File: config.mk
export PLATFORM = sky130hd
export DESIGN_NAME = hyper_ctrl_top
export DESIGN_NICKNAME = d
export VERILOG_FILES = /design/src/hdl/hyper_pkg.sv /design/src/hdl/hyper_ctrl_top.sv /design/src/hdl/hyper_phy.sv /design/src/hdl/hyper_arbiter.sv
export SDC_FILE = /design/constraint.sdc
export NUM_CORES = 1
export LEC_CHECK = 0
export BUFFER_PORTS_ARGS = -buffer_cell sky130_fd_sc_hd__buf_4
export CORE_MARGIN = 2
export CORE_UTILIZATION = 41
export DETAILED_ROUTE_END_ITERATION = 7
export PLACE_DENSITY = 0.79
export RECOVER_POWER = 25
export SYNTH_ARGS = -nofsm -noshare
export SYNTH_HDL_FRONTEND = slang
export SYNTH_SLANG_ARGS = --single-unit
File: constraint.sdc
create_clock -name clk_i -period 6.45 [get_ports clk_i]
set_input_delay 0.9675 -clock clk_i [delete_from_list [all_inputs] [get_ports clk_i]]
set_output_delay 0.9675 -clock clk_i [all_outputs]
set_load 0.03 [all_outputs]
File: src/hdl/hyper_pkg.sv
// Shared constants, command struct and CA field layout, imported by the RTL and the testbench
`default_nettype none

package hyper_pkg;

  // Client count and index width
  localparam int NUM_CLIENTS = 2;
  localparam int CLIENT_W    = (NUM_CLIENTS > 1) ? $clog2(NUM_CLIENTS) : 1;

  // Command fields
  localparam int ADDR_W  = 24;
  // Burst field of 0 stands for 64 words
  localparam int BURST_W = 6;

  // Bus widths
  localparam int DQ_W   = 8;
  localparam int WORD_W = 2 * DQ_W;

  // Fixed initial latency in HyperBus clocks and in clk_i cycles
  localparam int LATENCY_CK = 6;
  localparam int LAT_CYCLES = 2 * LATENCY_CK;

  // Command/address phase, one byte per clk_i cycle
  localparam int CA_BYTES = 6;
  localparam int CA_W     = CA_BYTES * DQ_W;

  // Phase counter covers the longest of the CA and latency phases
  localparam int PHASE_W = $clog2(LAT_CYCLES);

  // CA word bit positions
  localparam int CA_RW_BIT     = 47;
  localparam int CA_LINEAR_BIT = 45;
  // Address bits 23..3 start here
  localparam int CA_UPPER_LSB  = 16;
  // Address bits 2..0 sit at the bottom of the CA word
  localparam int CA_LOWER_W    = 3;

  typedef logic [WORD_W-1:0] hyper_word_t;

  // One client request, 31 bits
  typedef struct packed {
    logic               write;
    logic [ADDR_W-1:0]  addr;
    logic [BURST_W-1:0] burst;
  } hyper_cmd_t;

endpackage

`default_nettype wire
File: src/hdl/hyper_ctrl_top.sv
// HyperRAM controller top, two client ports share one HyperBus PHY through the arbiter
`default_nettype none

module hyper_ctrl_top (
  input  logic                                               clk_i,
  input  logic                                               arst_n_i,
  // Client ports, indexed by client
  input  logic [hyper_pkg::NUM_CLIENTS-1:0]                  req_i,
  input  hyper_pkg::hyper_cmd_t [hyper_pkg::NUM_CLIENTS-1:0]  cmd_i,
  output logic [hyper_pkg::NUM_CLIENTS-1:0]                  ack_o,
  input  hyper_pkg::hyper_word_t [hyper_pkg::NUM_CLIENTS-1:0] wdata_i,
  output logic [hyper_pkg::NUM_CLIENTS-1:0]                  wdata_take_o,
  output hyper_pkg::hyper_word_t [hyper_pkg::NUM_CLIENTS-1:0] rdata_o,
  output logic [hyper_pkg::NUM_CLIENTS-1:0]                  rdata_valid_o,
  // HyperBus pins
  output logic                                               hyper_cs_n_o,
  output logic                                               hyper_ck_o,
  output logic                                               hyper_ck_n_o,
  output logic                                               hyper_rwds_o,
  output logic                                               hyper_rwds_oe_o,
  input  logic                                               hyper_rwds_i,
  output logic [hyper_pkg::DQ_W-1:0]                         hyper_dq_o,
  output logic                                               hyper_dq_oe_o,
  input  logic [hyper_pkg::DQ_W-1:0]                         hyper_dq_i,
  output logic                                               hyper_reset_n_o
);
  import hyper_pkg::*;

  // Arbiter to PHY
  logic        cmd_valid;
  hyper_cmd_t  cmd;
  logic        done;
  hyper_word_t wdata;
  logic        wdata_take;
  hyper_word_t rdata;
  logic        rdata_valid;

  hyper_arbiter i_arbiter (
    .clk_i         (clk_i),
    .arst_n_i      (arst_n_i),
    .req_i         (req_i),
    .cmd_i         (cmd_i),
    .ack_o         (ack_o),
    .wdata_i       (wdata_i),
    .wdata_take_o  (wdata_take_o),
    .rdata_o       (rdata_o),
    .rdata_valid_o (rdata_valid_o),
    .cmd_valid_o   (cmd_valid),
    .cmd_o         (cmd),
    .done_i        (done),
    .wdata_o       (wdata),
    .wdata_take_i  (wdata_take),
    .rdata_i       (rdata),
    .rdata_valid_i (rdata_valid)
  );

  hyper_phy i_phy (
    .clk_i           (clk_i),
    .arst_n_i        (arst_n_i),
    .cmd_valid_i     (cmd_valid),
    .cmd_i           (cmd),
    .done_o          (done),
    .wdata_i         (wdata),
    .wdata_take_o    (wdata_take),
    .rdata_o         (rdata),
    .rdata_valid_o   (rdata_valid),
    .hyper_cs_n_o    (hyper_cs_n_o),
    .hyper_ck_o      (hyper_ck_o),
    .hyper_ck_n_o    (hyper_ck_n_o),
    .hyper_rwds_o    (hyper_rwds_o),
    .hyper_rwds_oe_o (hyper_rwds_oe_o),
    .hyper_rwds_i    (hyper_rwds_i),
    .hyper_dq_o      (hyper_dq_o),
    .hyper_dq_oe_o   (hyper_dq_oe_o),
    .hyper_dq_i      (hyper_dq_i),
    .hyper_reset_n_o (hyper_reset_n_o)
  );

endmodule

`default_nettype wire

File: src/hdl/hyper_phy.sv
// HyperBus sequencer for one granted command, drives CA, fixed latency and DDR data beats
`default_nettype none

module hyper_phy (
  input  logic                           clk_i,
  input  logic                           arst_n_i,
  // Command from the arbiter
  input  logic                           cmd_valid_i,
  input  hyper_pkg::hyper_cmd_t          cmd_i,
  output logic                           done_o,
  // Data beats
  input  hyper_pkg::hyper_word_t         wdata_i,
  output logic                           wdata_take_o,
  output hyper_pkg::hyper_word_t         rdata_o,
  output logic                           rdata_valid_o,
  // HyperBus pins
  output logic                           hyper_cs_n_o,
  output logic                           hyper_ck_o,
  output logic                           hyper_ck_n_o,
  output logic                           hyper_rwds_o,
  output logic                           hyper_rwds_oe_o,
  input  logic                           hyper_rwds_i,
  output logic [hyper_pkg::DQ_W-1:0]     hyper_dq_o,
  output logic                           hyper_dq_oe_o,
  input  logic [hyper_pkg::DQ_W-1:0]     hyper_dq_i,
  output logic                           hyper_reset_n_o
);
  import hyper_pkg::*;

  typedef enum logic [2:0] {
    s_idle,
    s_ca,
    s_lat,
    s_data,
    s_recov
  } state_e;

  state_e              state_q;
  logic [PHASE_W-1:0]  phase_q;
  // Words finished in the current burst
  logic [BURST_W-1:0]  word_q;
  // Low for the high byte of a word, high for the low byte
  logic                byte_q;

  logic                cs_n_q;
  logic                ck_q;
  logic                dq_oe_q;
  logic                rwds_oe_q;
  logic                done_q;
  logic                reset_n_q;

  // Byte lane and CA shift register
  logic [CA_W-1:0]     ca_word;
  logic [CA_W-1:0]     ca_q;
  logic [DQ_W-1:0]     dq_q;
  logic [DQ_W-1:0]     rd_hi_q;

  logic                ca_last;
  logic                lat_last;
  logic                last_word;
  logic                in_data;

  // CA word from the command fields, memory space and linear burst
  always_comb begin
    ca_word                 = '0;
    ca_word[CA_RW_BIT]      = !cmd_i.write;
    ca_word[CA_LINEAR_BIT]  = 1'b1;
    ca_word[CA_UPPER_LSB +: ADDR_W-CA_LOWER_W] = cmd_i.addr[ADDR_W-1:CA_LOWER_W];
    ca_word[CA_LOWER_W-1:0] = cmd_i.addr[CA_LOWER_W-1:0];
  end

  assign ca_last   = (phase_q == PHASE_W'(CA_BYTES - 1));
  assign lat_last  = (phase_q == PHASE_W'(LAT_CYCLES - 1));
  // Burst field of 0 wraps to 63, which gives 64 words
  assign last_word = byte_q && (word_q == BURST_W'(cmd_i.burst - 1'b1));
  assign in_data   = (state_q == s_data);

  // Control state
  always_ff @(posedge clk_i or negedge arst_n_i) begin
    if (!arst_n_i) begin
      state_q   <= s_idle;
      phase_q   <= '0;
      word_q    <= '0;
      byte_q    <= 1'b0;
      cs_n_q    <= 1'b1;
      ck_q      <= 1'b0;
      dq_oe_q   <= 1'b0;
      rwds_oe_q <= 1'b0;
      done_q    <= 1'b0;
      reset_n_q <= 1'b0;
    end else begin
      // Device reset released one cycle after ours
      reset_n_q <= 1'b1;
      case (state_q)
        s_idle: begin
          if (cmd_valid_i) begin
            state_q <= s_ca;
            phase_q <= '0;
            cs_n_q  <= 1'b0;
            dq_oe_q <= 1'b1;
          end
        end
        s_ca: begin
          ck_q    <= ~ck_q;
          phase_q <= phase_q + 1'b1;
          if (ca_last) begin
            state_q <= s_lat;
            phase_q <= '0;
            dq_oe_q <= 1'b0;
          end
        end
        s_lat: begin
          ck_q    <= ~ck_q;
          phase_q <= phase_q + 1'b1;
          if (lat_last) begin
            state_q   <= s_data;
            phase_q   <= '0;
            word_q    <= '0;
            byte_q    <= 1'b0;
            // Master drives DQ and a low RWDS only on writes
            dq_oe_q   <= cmd_i.write;
            rwds_oe_q <= cmd_i.write;
          end
        end
        s_data: begin
          ck_q   <= ~ck_q;
          byte_q <= ~byte_q;
          if (byte_q) begin
            word_q <= word_q + 1'b1;
          end
          if (last_word) begin
            state_q   <= s_recov;
            phase_q   <= '0;
            cs_n_q    <= 1'b1;
            ck_q      <= 1'b0;
            dq_oe_q   <= 1'b0;
            rwds_oe_q <= 1'b0;
            done_q    <= 1'b1;
          end
        end
        s_recov: begin
          // Chip select stays high at least two cycles, done holds until the grant drops
          if (phase_q != '0 && !cmd_valid_i) begin
            state_q <= s_idle;
            done_q  <= 1'b0;
          end else begin
            phase_q <= PHASE_W'(1);
          end
        end
        default: begin
          state_q <= s_idle;
        end
      endcase
    end
  end

  // Byte lane and read capture
  always_ff @(posedge clk_i) begin
    case (state_q)
      s_idle: begin
        dq_q <= ca_word[CA_W-1 -: DQ_W];
        ca_q <= ca_word << DQ_W;
      end
      s_ca: begin
        dq_q <= ca_q[CA_W-1 -: DQ_W];
        ca_q <= ca_q << DQ_W;
      end
      s_lat: begin
        // High byte of the first word goes out on the first data cycle
        dq_q <= wdata_i[DQ_W +: DQ_W];
      end
      s_data: begin
        if (!byte_q) begin
          // Word is still current at the edge that ends its take cycle
          dq_q    <= wdata_i[DQ_W-1:0];
          rd_hi_q <= hyper_dq_i;
        end else begin
          dq_q <= wdata_i[DQ_W +: DQ_W];
        end
      end
      default: begin
        dq_q <= dq_q;
      end
    endcase
  end

  // One take per written word, on its high byte cycle
  assign wdata_take_o  = in_data && cmd_i.write && !byte_q;
  // Read word completes with the low byte on the pins
  assign rdata_valid_o = in_data && !cmd_i.write && byte_q;
  assign rdata_o       = {rd_hi_q, hyper_dq_i};

  assign done_o          = done_q;
  assign hyper_cs_n_o    = cs_n_q;
  assign hyper_ck_o      = ck_q;
  assign hyper_ck_n_o    = ~ck_q;
  assign hyper_dq_o      = dq_q;
  assign hyper_dq_oe_o   = dq_oe_q;
  assign hyper_reset_n_o = reset_n_q;

  // Full-word writes only, so RWDS is held low whenever driven
  assign hyper_rwds_o    = 1'b0;
  assign hyper_rwds_oe_o = rwds_oe_q;

endmodule

`default_nettype wire

File: src/hdl/hyper_arbiter.sv
// Round-robin arbiter that grants one client at a time to the HyperBus PHY with four-phase acks
`default_nettype none

module hyper_arbiter (
  input  logic                                              clk_i,
  input  logic                                              arst_n_i,
  // Client side
  input  logic [hyper_pkg::NUM_CLIENTS-1:0]                 req_i,
  input  hyper_pkg::hyper_cmd_t [hyper_pkg::NUM_CLIENTS-1:0] cmd_i,
  output logic [hyper_pkg::NUM_CLIENTS-1:0]                 ack_o,
  input  hyper_pkg::hyper_word_t [hyper_pkg::NUM_CLIENTS-1:0] wdata_i,
  output logic [hyper_pkg::NUM_CLIENTS-1:0]                 wdata_take_o,
  output hyper_pkg::hyper_word_t [hyper_pkg::NUM_CLIENTS-1:0] rdata_o,
  output logic [hyper_pkg::NUM_CLIENTS-1:0]                 rdata_valid_o,
  // PHY side
  output logic                                              cmd_valid_o,
  output hyper_pkg::hyper_cmd_t                             cmd_o,
  input  logic                                              done_i,
  output hyper_pkg::hyper_word_t                            wdata_o,
  input  logic                                              wdata_take_i,
  input  hyper_pkg::hyper_word_t                            rdata_i,
  input  logic                                              rdata_valid_i
);
  import hyper_pkg::*;

  // One-hot grant, all zero while idle
  logic [NUM_CLIENTS-1:0] grant_q;
  logic [NUM_CLIENTS-1:0] ack_q;
  // Last client served, start of the round-robin search
  logic [CLIENT_W-1:0]    last_q;
  logic [CLIENT_W-1:0]    next_idx;
  logic                   found;
  logic                   release_grant;

  // Search from the client after the last one served
  always_comb begin
    next_idx = last_q;
    found    = 1'b0;
    for (int k = 1; k <= NUM_CLIENTS; k++) begin
      if (!found && req_i[(int'(last_q) + k) % NUM_CLIENTS]) begin
        next_idx = CLIENT_W'((int'(last_q) + k) % NUM_CLIENTS);
        found    = 1'b1;
      end
    end
  end

  // Acknowledged client has dropped its request
  assign release_grant = |(ack_q & ~req_i);

  always_ff @(posedge clk_i or negedge arst_n_i) begin
    if (!arst_n_i) begin
      grant_q <= '0;
      ack_q   <= '0;
      last_q  <= CLIENT_W'(NUM_CLIENTS - 1);
    end else if (grant_q == '0) begin
      // New grant only once the PHY has left its done state
      if (found && !done_i) begin
        grant_q <= NUM_CLIENTS'(1) << next_idx;
        last_q  <= next_idx;
      end
    end else if (release_grant) begin
      grant_q <= '0;
      ack_q   <= '0;
    end else if (done_i) begin
      ack_q <= grant_q;
    end
  end

  assign ack_o       = ack_q;
  assign cmd_valid_o = |grant_q;

  // last_q equals the granted client while a grant is held
  assign cmd_o   = cmd_i[last_q];
  assign wdata_o = wdata_i[last_q];

  // Beat strobes and read data reach the granted client only
  always_comb begin
    for (int k = 0; k < NUM_CLIENTS; k++) begin
      wdata_take_o[k]  = grant_q[k] & wdata_take_i;
      rdata_valid_o[k] = grant_q[k] & rdata_valid_i;
      rdata_o[k]       = grant_q[k] ? rdata_i : '0;
    end
  end

endmodule

`default_nettype wire

==> impl_results.md <==
- Asr flop ratio synth: 0.352
- Max Fclk: 0.266 GHz
- Mapped Area: 0.00403 mm2
- IO Pins: 160
- TritonCTS clock tree: done
- Syn nets: approximately 500
- PostCTS Resize Cnt: 0
- Dominant synthesized flop cell: edfxtp_1
- Max-Cap Viols: 1
- Peak VDD IR: 172 uV
- Synth-to-Final Area Change: 35.0%
- WS Path Type: reg -> out
- Commonest non-fill, non-tap cell in the layout: buf_4
- Number of synthesized flops with an enable pin: 46
- Clk slew on worst S/H paths: 0.08 ns
- Port Buffer Count: 157
- Largest net degree at the start of global routing: 47
- ANT nets after route: 0
- CP startpoint: i_phy.state_q[1]
- Cell-internal power: 1280 uW
- Pre-antenna DRT Iters: 4
- Fin Clk Skew: 0.0122 ns
- # setup viols final: 0
- Seq pwr share: 0.411
- Die height: approximately 100 um
- Nets@finish: between 600 and 700
- Slowest cell on the critical path: dfrtp_1
- Num Clock Sinks: 71
- Clk pwr share: 0.164
- CP endpoint kind: primary output
- Iteration-0 DRC Markers: 181
- Routability cong.: 0.898
- Routed via count: 3406
- Drt drc: 0
- Worst EP required: 5.48 ns
- Initial Util: 0.418
- Ordered list of cells on the worst path: nor2b_1 -> and2_0 -> nand2b_1 -> inv_1 -> and3_1 -> buf_4
- Mean Syn Cell Area: about 11 um2
- Vias/cell: 5.08
- Setup TNS: 0 ns
- Outcome: finished, violations left
- Area of the multi-input gates: roughly 0.0019 mm2
- Drt wl/cell: 14.4 um
- Reg area: 0.00201 mm2
- Commonest non-fill, non-tap cells in the layout: buf_4 (149), mux2i_1 (46), edfxtp_1 (46), nand2_1 (44), and2_1 (35)
- Antenna diodes: 0
- Overall Global Routing Usage: 0.180
- Setup bufs post-CTS: 0
- Latest clock arrival within the worst-skew pair: 0.35 ns
- Hold buffers post-CTS: 0
- Pleak: 0.00239 uW
- Post-route cell area: roughly 0.0054 mm2
- Fill cells: 827
- Post-synth top area share: 0.342
- Violated checks: capacitance limit, slew limit
- Seq cells post-synth: 71
- CTS buffer count: 9
- Drt total wl: 9.65 mm
- Hpwl dp: 7.42 mm
- Final Hold Viols: 0
- Cell accounting for the most synthesized area: edfxtp_1
- Max clock buf depth: 2
- Cell count after synthesis: 384
- Cell at the root of the clock tree: clkbuf_8
- Slew Limit Fails: 39
- Psw: 829 uW
- Crit start category: flip-flop
- Crit path max fanout: 11
- Worst hold path startpoint: i_phy.ca_q[28]
- Row count: 36
- First-pass GRT wire length: about 15 mm
- Reg-to-Reg Start: i_phy.state_q[1]
- Arr. time, crit path: between 2 and 3 ns
- Die X: 103 um
- Area contributors post-synth: edfxtp_1 (34%), dfrtp_1 (14%), mux2i_1 (11%)
- Seq/Total Area, Yosys: 0.498
- RSZ-0062 raised after global routing: no
- CORE AREA: roughly 0.0096 mm2
- GRT Residual Overflow: 0
- Crit share post-route: 0.582
- Combinational share of power: 0.425
- Number of distinct library cells after synthesis: 54
- Layout cell share with drive strength beyond 1: 0.326
- Final min period: 3.76 ns
- Net Sw Frac: 0.393
- Die area: 0.0106 mm2
- Initial antenna violation count: 0
- Area after DPL: 0.00531 mm2
- H-tree levels: 3
- Max-slew headroom: -0.800
- Synth warnings: 0
- Worst Hold Class: reg -> reg
- PnR Total Power: 2110 uW
- CP max stage delay: 0.56 ns
- Vias in the first global route: 3189
- Final Util: 0.565
- PwrDens: about 390 mW/mm2
- Tightest Pin Transition: about 2.7 ns
-- synth_stat cells (2+ instances only) --
cell,instances
nand2b_1,4
mux2i_1,46
buf_2,4
dfrtp_1,23
edfxtp_1,46
a31oi_1,3
xor2_1,4
inv_1,9
a21o_1,2
clkbuf_1,12
o211ai_1,2
a21oi_1,7
nor3b_1,2
o21ai_0,29
mux2_2,2
and2_1,35
nor2_1,26
nor3_1,7
buf_1,3
and3b_1,2
o221ai_1,5
ha_1,5
o22ai_1,5
dfstp_2,2
conb_1,2
xnor2_1,10
nand3_1,7
a22o_1,2
and3_1,9
nand2_1,44
a32o_1,2
-- state kept, by name, summed over array words and instances (netlist names) --
name / cells
i_arbiter.ack_o: 2
i_arbiter.grant_q: 2
i_arbiter.last_q: 1
i_phy.byte_q: 1
i_phy.ca_q: 30
i_phy.done_o: 1
i_phy.hyper_ck_o: 1
i_phy.hyper_cs_n_o: 1
i_phy.hyper_dq_o: 8
i_phy.hyper_dq_oe_o: 1
i_phy.hyper_reset_n_o: 1
i_phy.hyper_rwds_oe_o: 1
i_phy.phase_q: 4
i_phy.rd_hi_q: 8
i_phy.state_q: 3
i_phy.word_q: 6
-- final timing paths --
check	slack, ns	cells after the start	end
worst max register to register	2.78	4	i_phy.ca_q[43]
worst min register to register	0.52	2	i_phy.ca_q[36]
min in group asynchronous	0.91	1	i_phy.phase_q[1]
worst max-delay path	2.69	6	wdata_take_o[0]
max in group asynchronous	4.73	1	i_phy.hyper_dq_oe_o
worst min-delay path	0.52	2	i_phy.ca_q[36]
-- power by group through the flow --
stage / Combinational [uW] / Sequential [uW] / Clock, uW
global placement: 871 / 862 / 0
global route: 993 / 894 / 371
finish: 895 / 866 / 345
floorplan: 611 / 879 / 0
detailed placement: 906 / 872 / 0
CTS: 908 / 864 / 354
-- through the flow --
| stage | cells | setup slack, ns | hold WS (ns) |
|---|---|---|---|
| 2_1_floorplan | 384 | 3.33 | 0.496 |
| 3_3_place_gp | 655 | 3.08 | 0.505 |
| 3_5_place_dp | 655 | 3.01 | 0.508 |
| 4_1_cts | 670 | 2.62 | 0.513 |
| 5_1_grt | 670 | 2.41 | 0.536 |
| 6_report | 670 | 2.69 | 0.524 |
-- per-layer routing --
layer,global-route usage,part of all wire,wire [um],up-vias
met3,0.0343,0.076,733,17
met4,0.0789,0.020,191,0
met1,0.212,0.40,3870,1572
met2,0.318,0.50,4860,143
met5,0,0,0,-
li1,-,-,-,1674
-- cell families after synthesis --
family                   Yosys count  synth area share
multiplexers                      50             0.129
XOR/XNOR                          14            0.0304
buffers and inverters             31            0.0329
AO/OA/AOI/OAI                     67             0.110
other                              2           0.00186
adder cells (fa/ha/maj)            5            0.0155
flip-flops                        71             0.498
AND/OR/NAND/NOR                  144             0.182
-- area by class of cell --
cell class / count / share of cell area
inverter: 10 / 0.00689
multi-input combinational: 282 / 0.347
tap: 133 / 0.0306
clock buffer: 9 / 0.0227
sequential: 71 / 0.369
clock inverter: 6 / 0.0113
timing repair buffer: 159 / 0.212
-- critical path, delay by kind of cell (launching register included) --
family | cells | cell delay, ns
buffers and inverters | 2 | 0.53
AND/OR/NAND/NOR | 4 | 1.35
flip-flops | 1 | 0.56
Power figures use the tool's default switching activity.
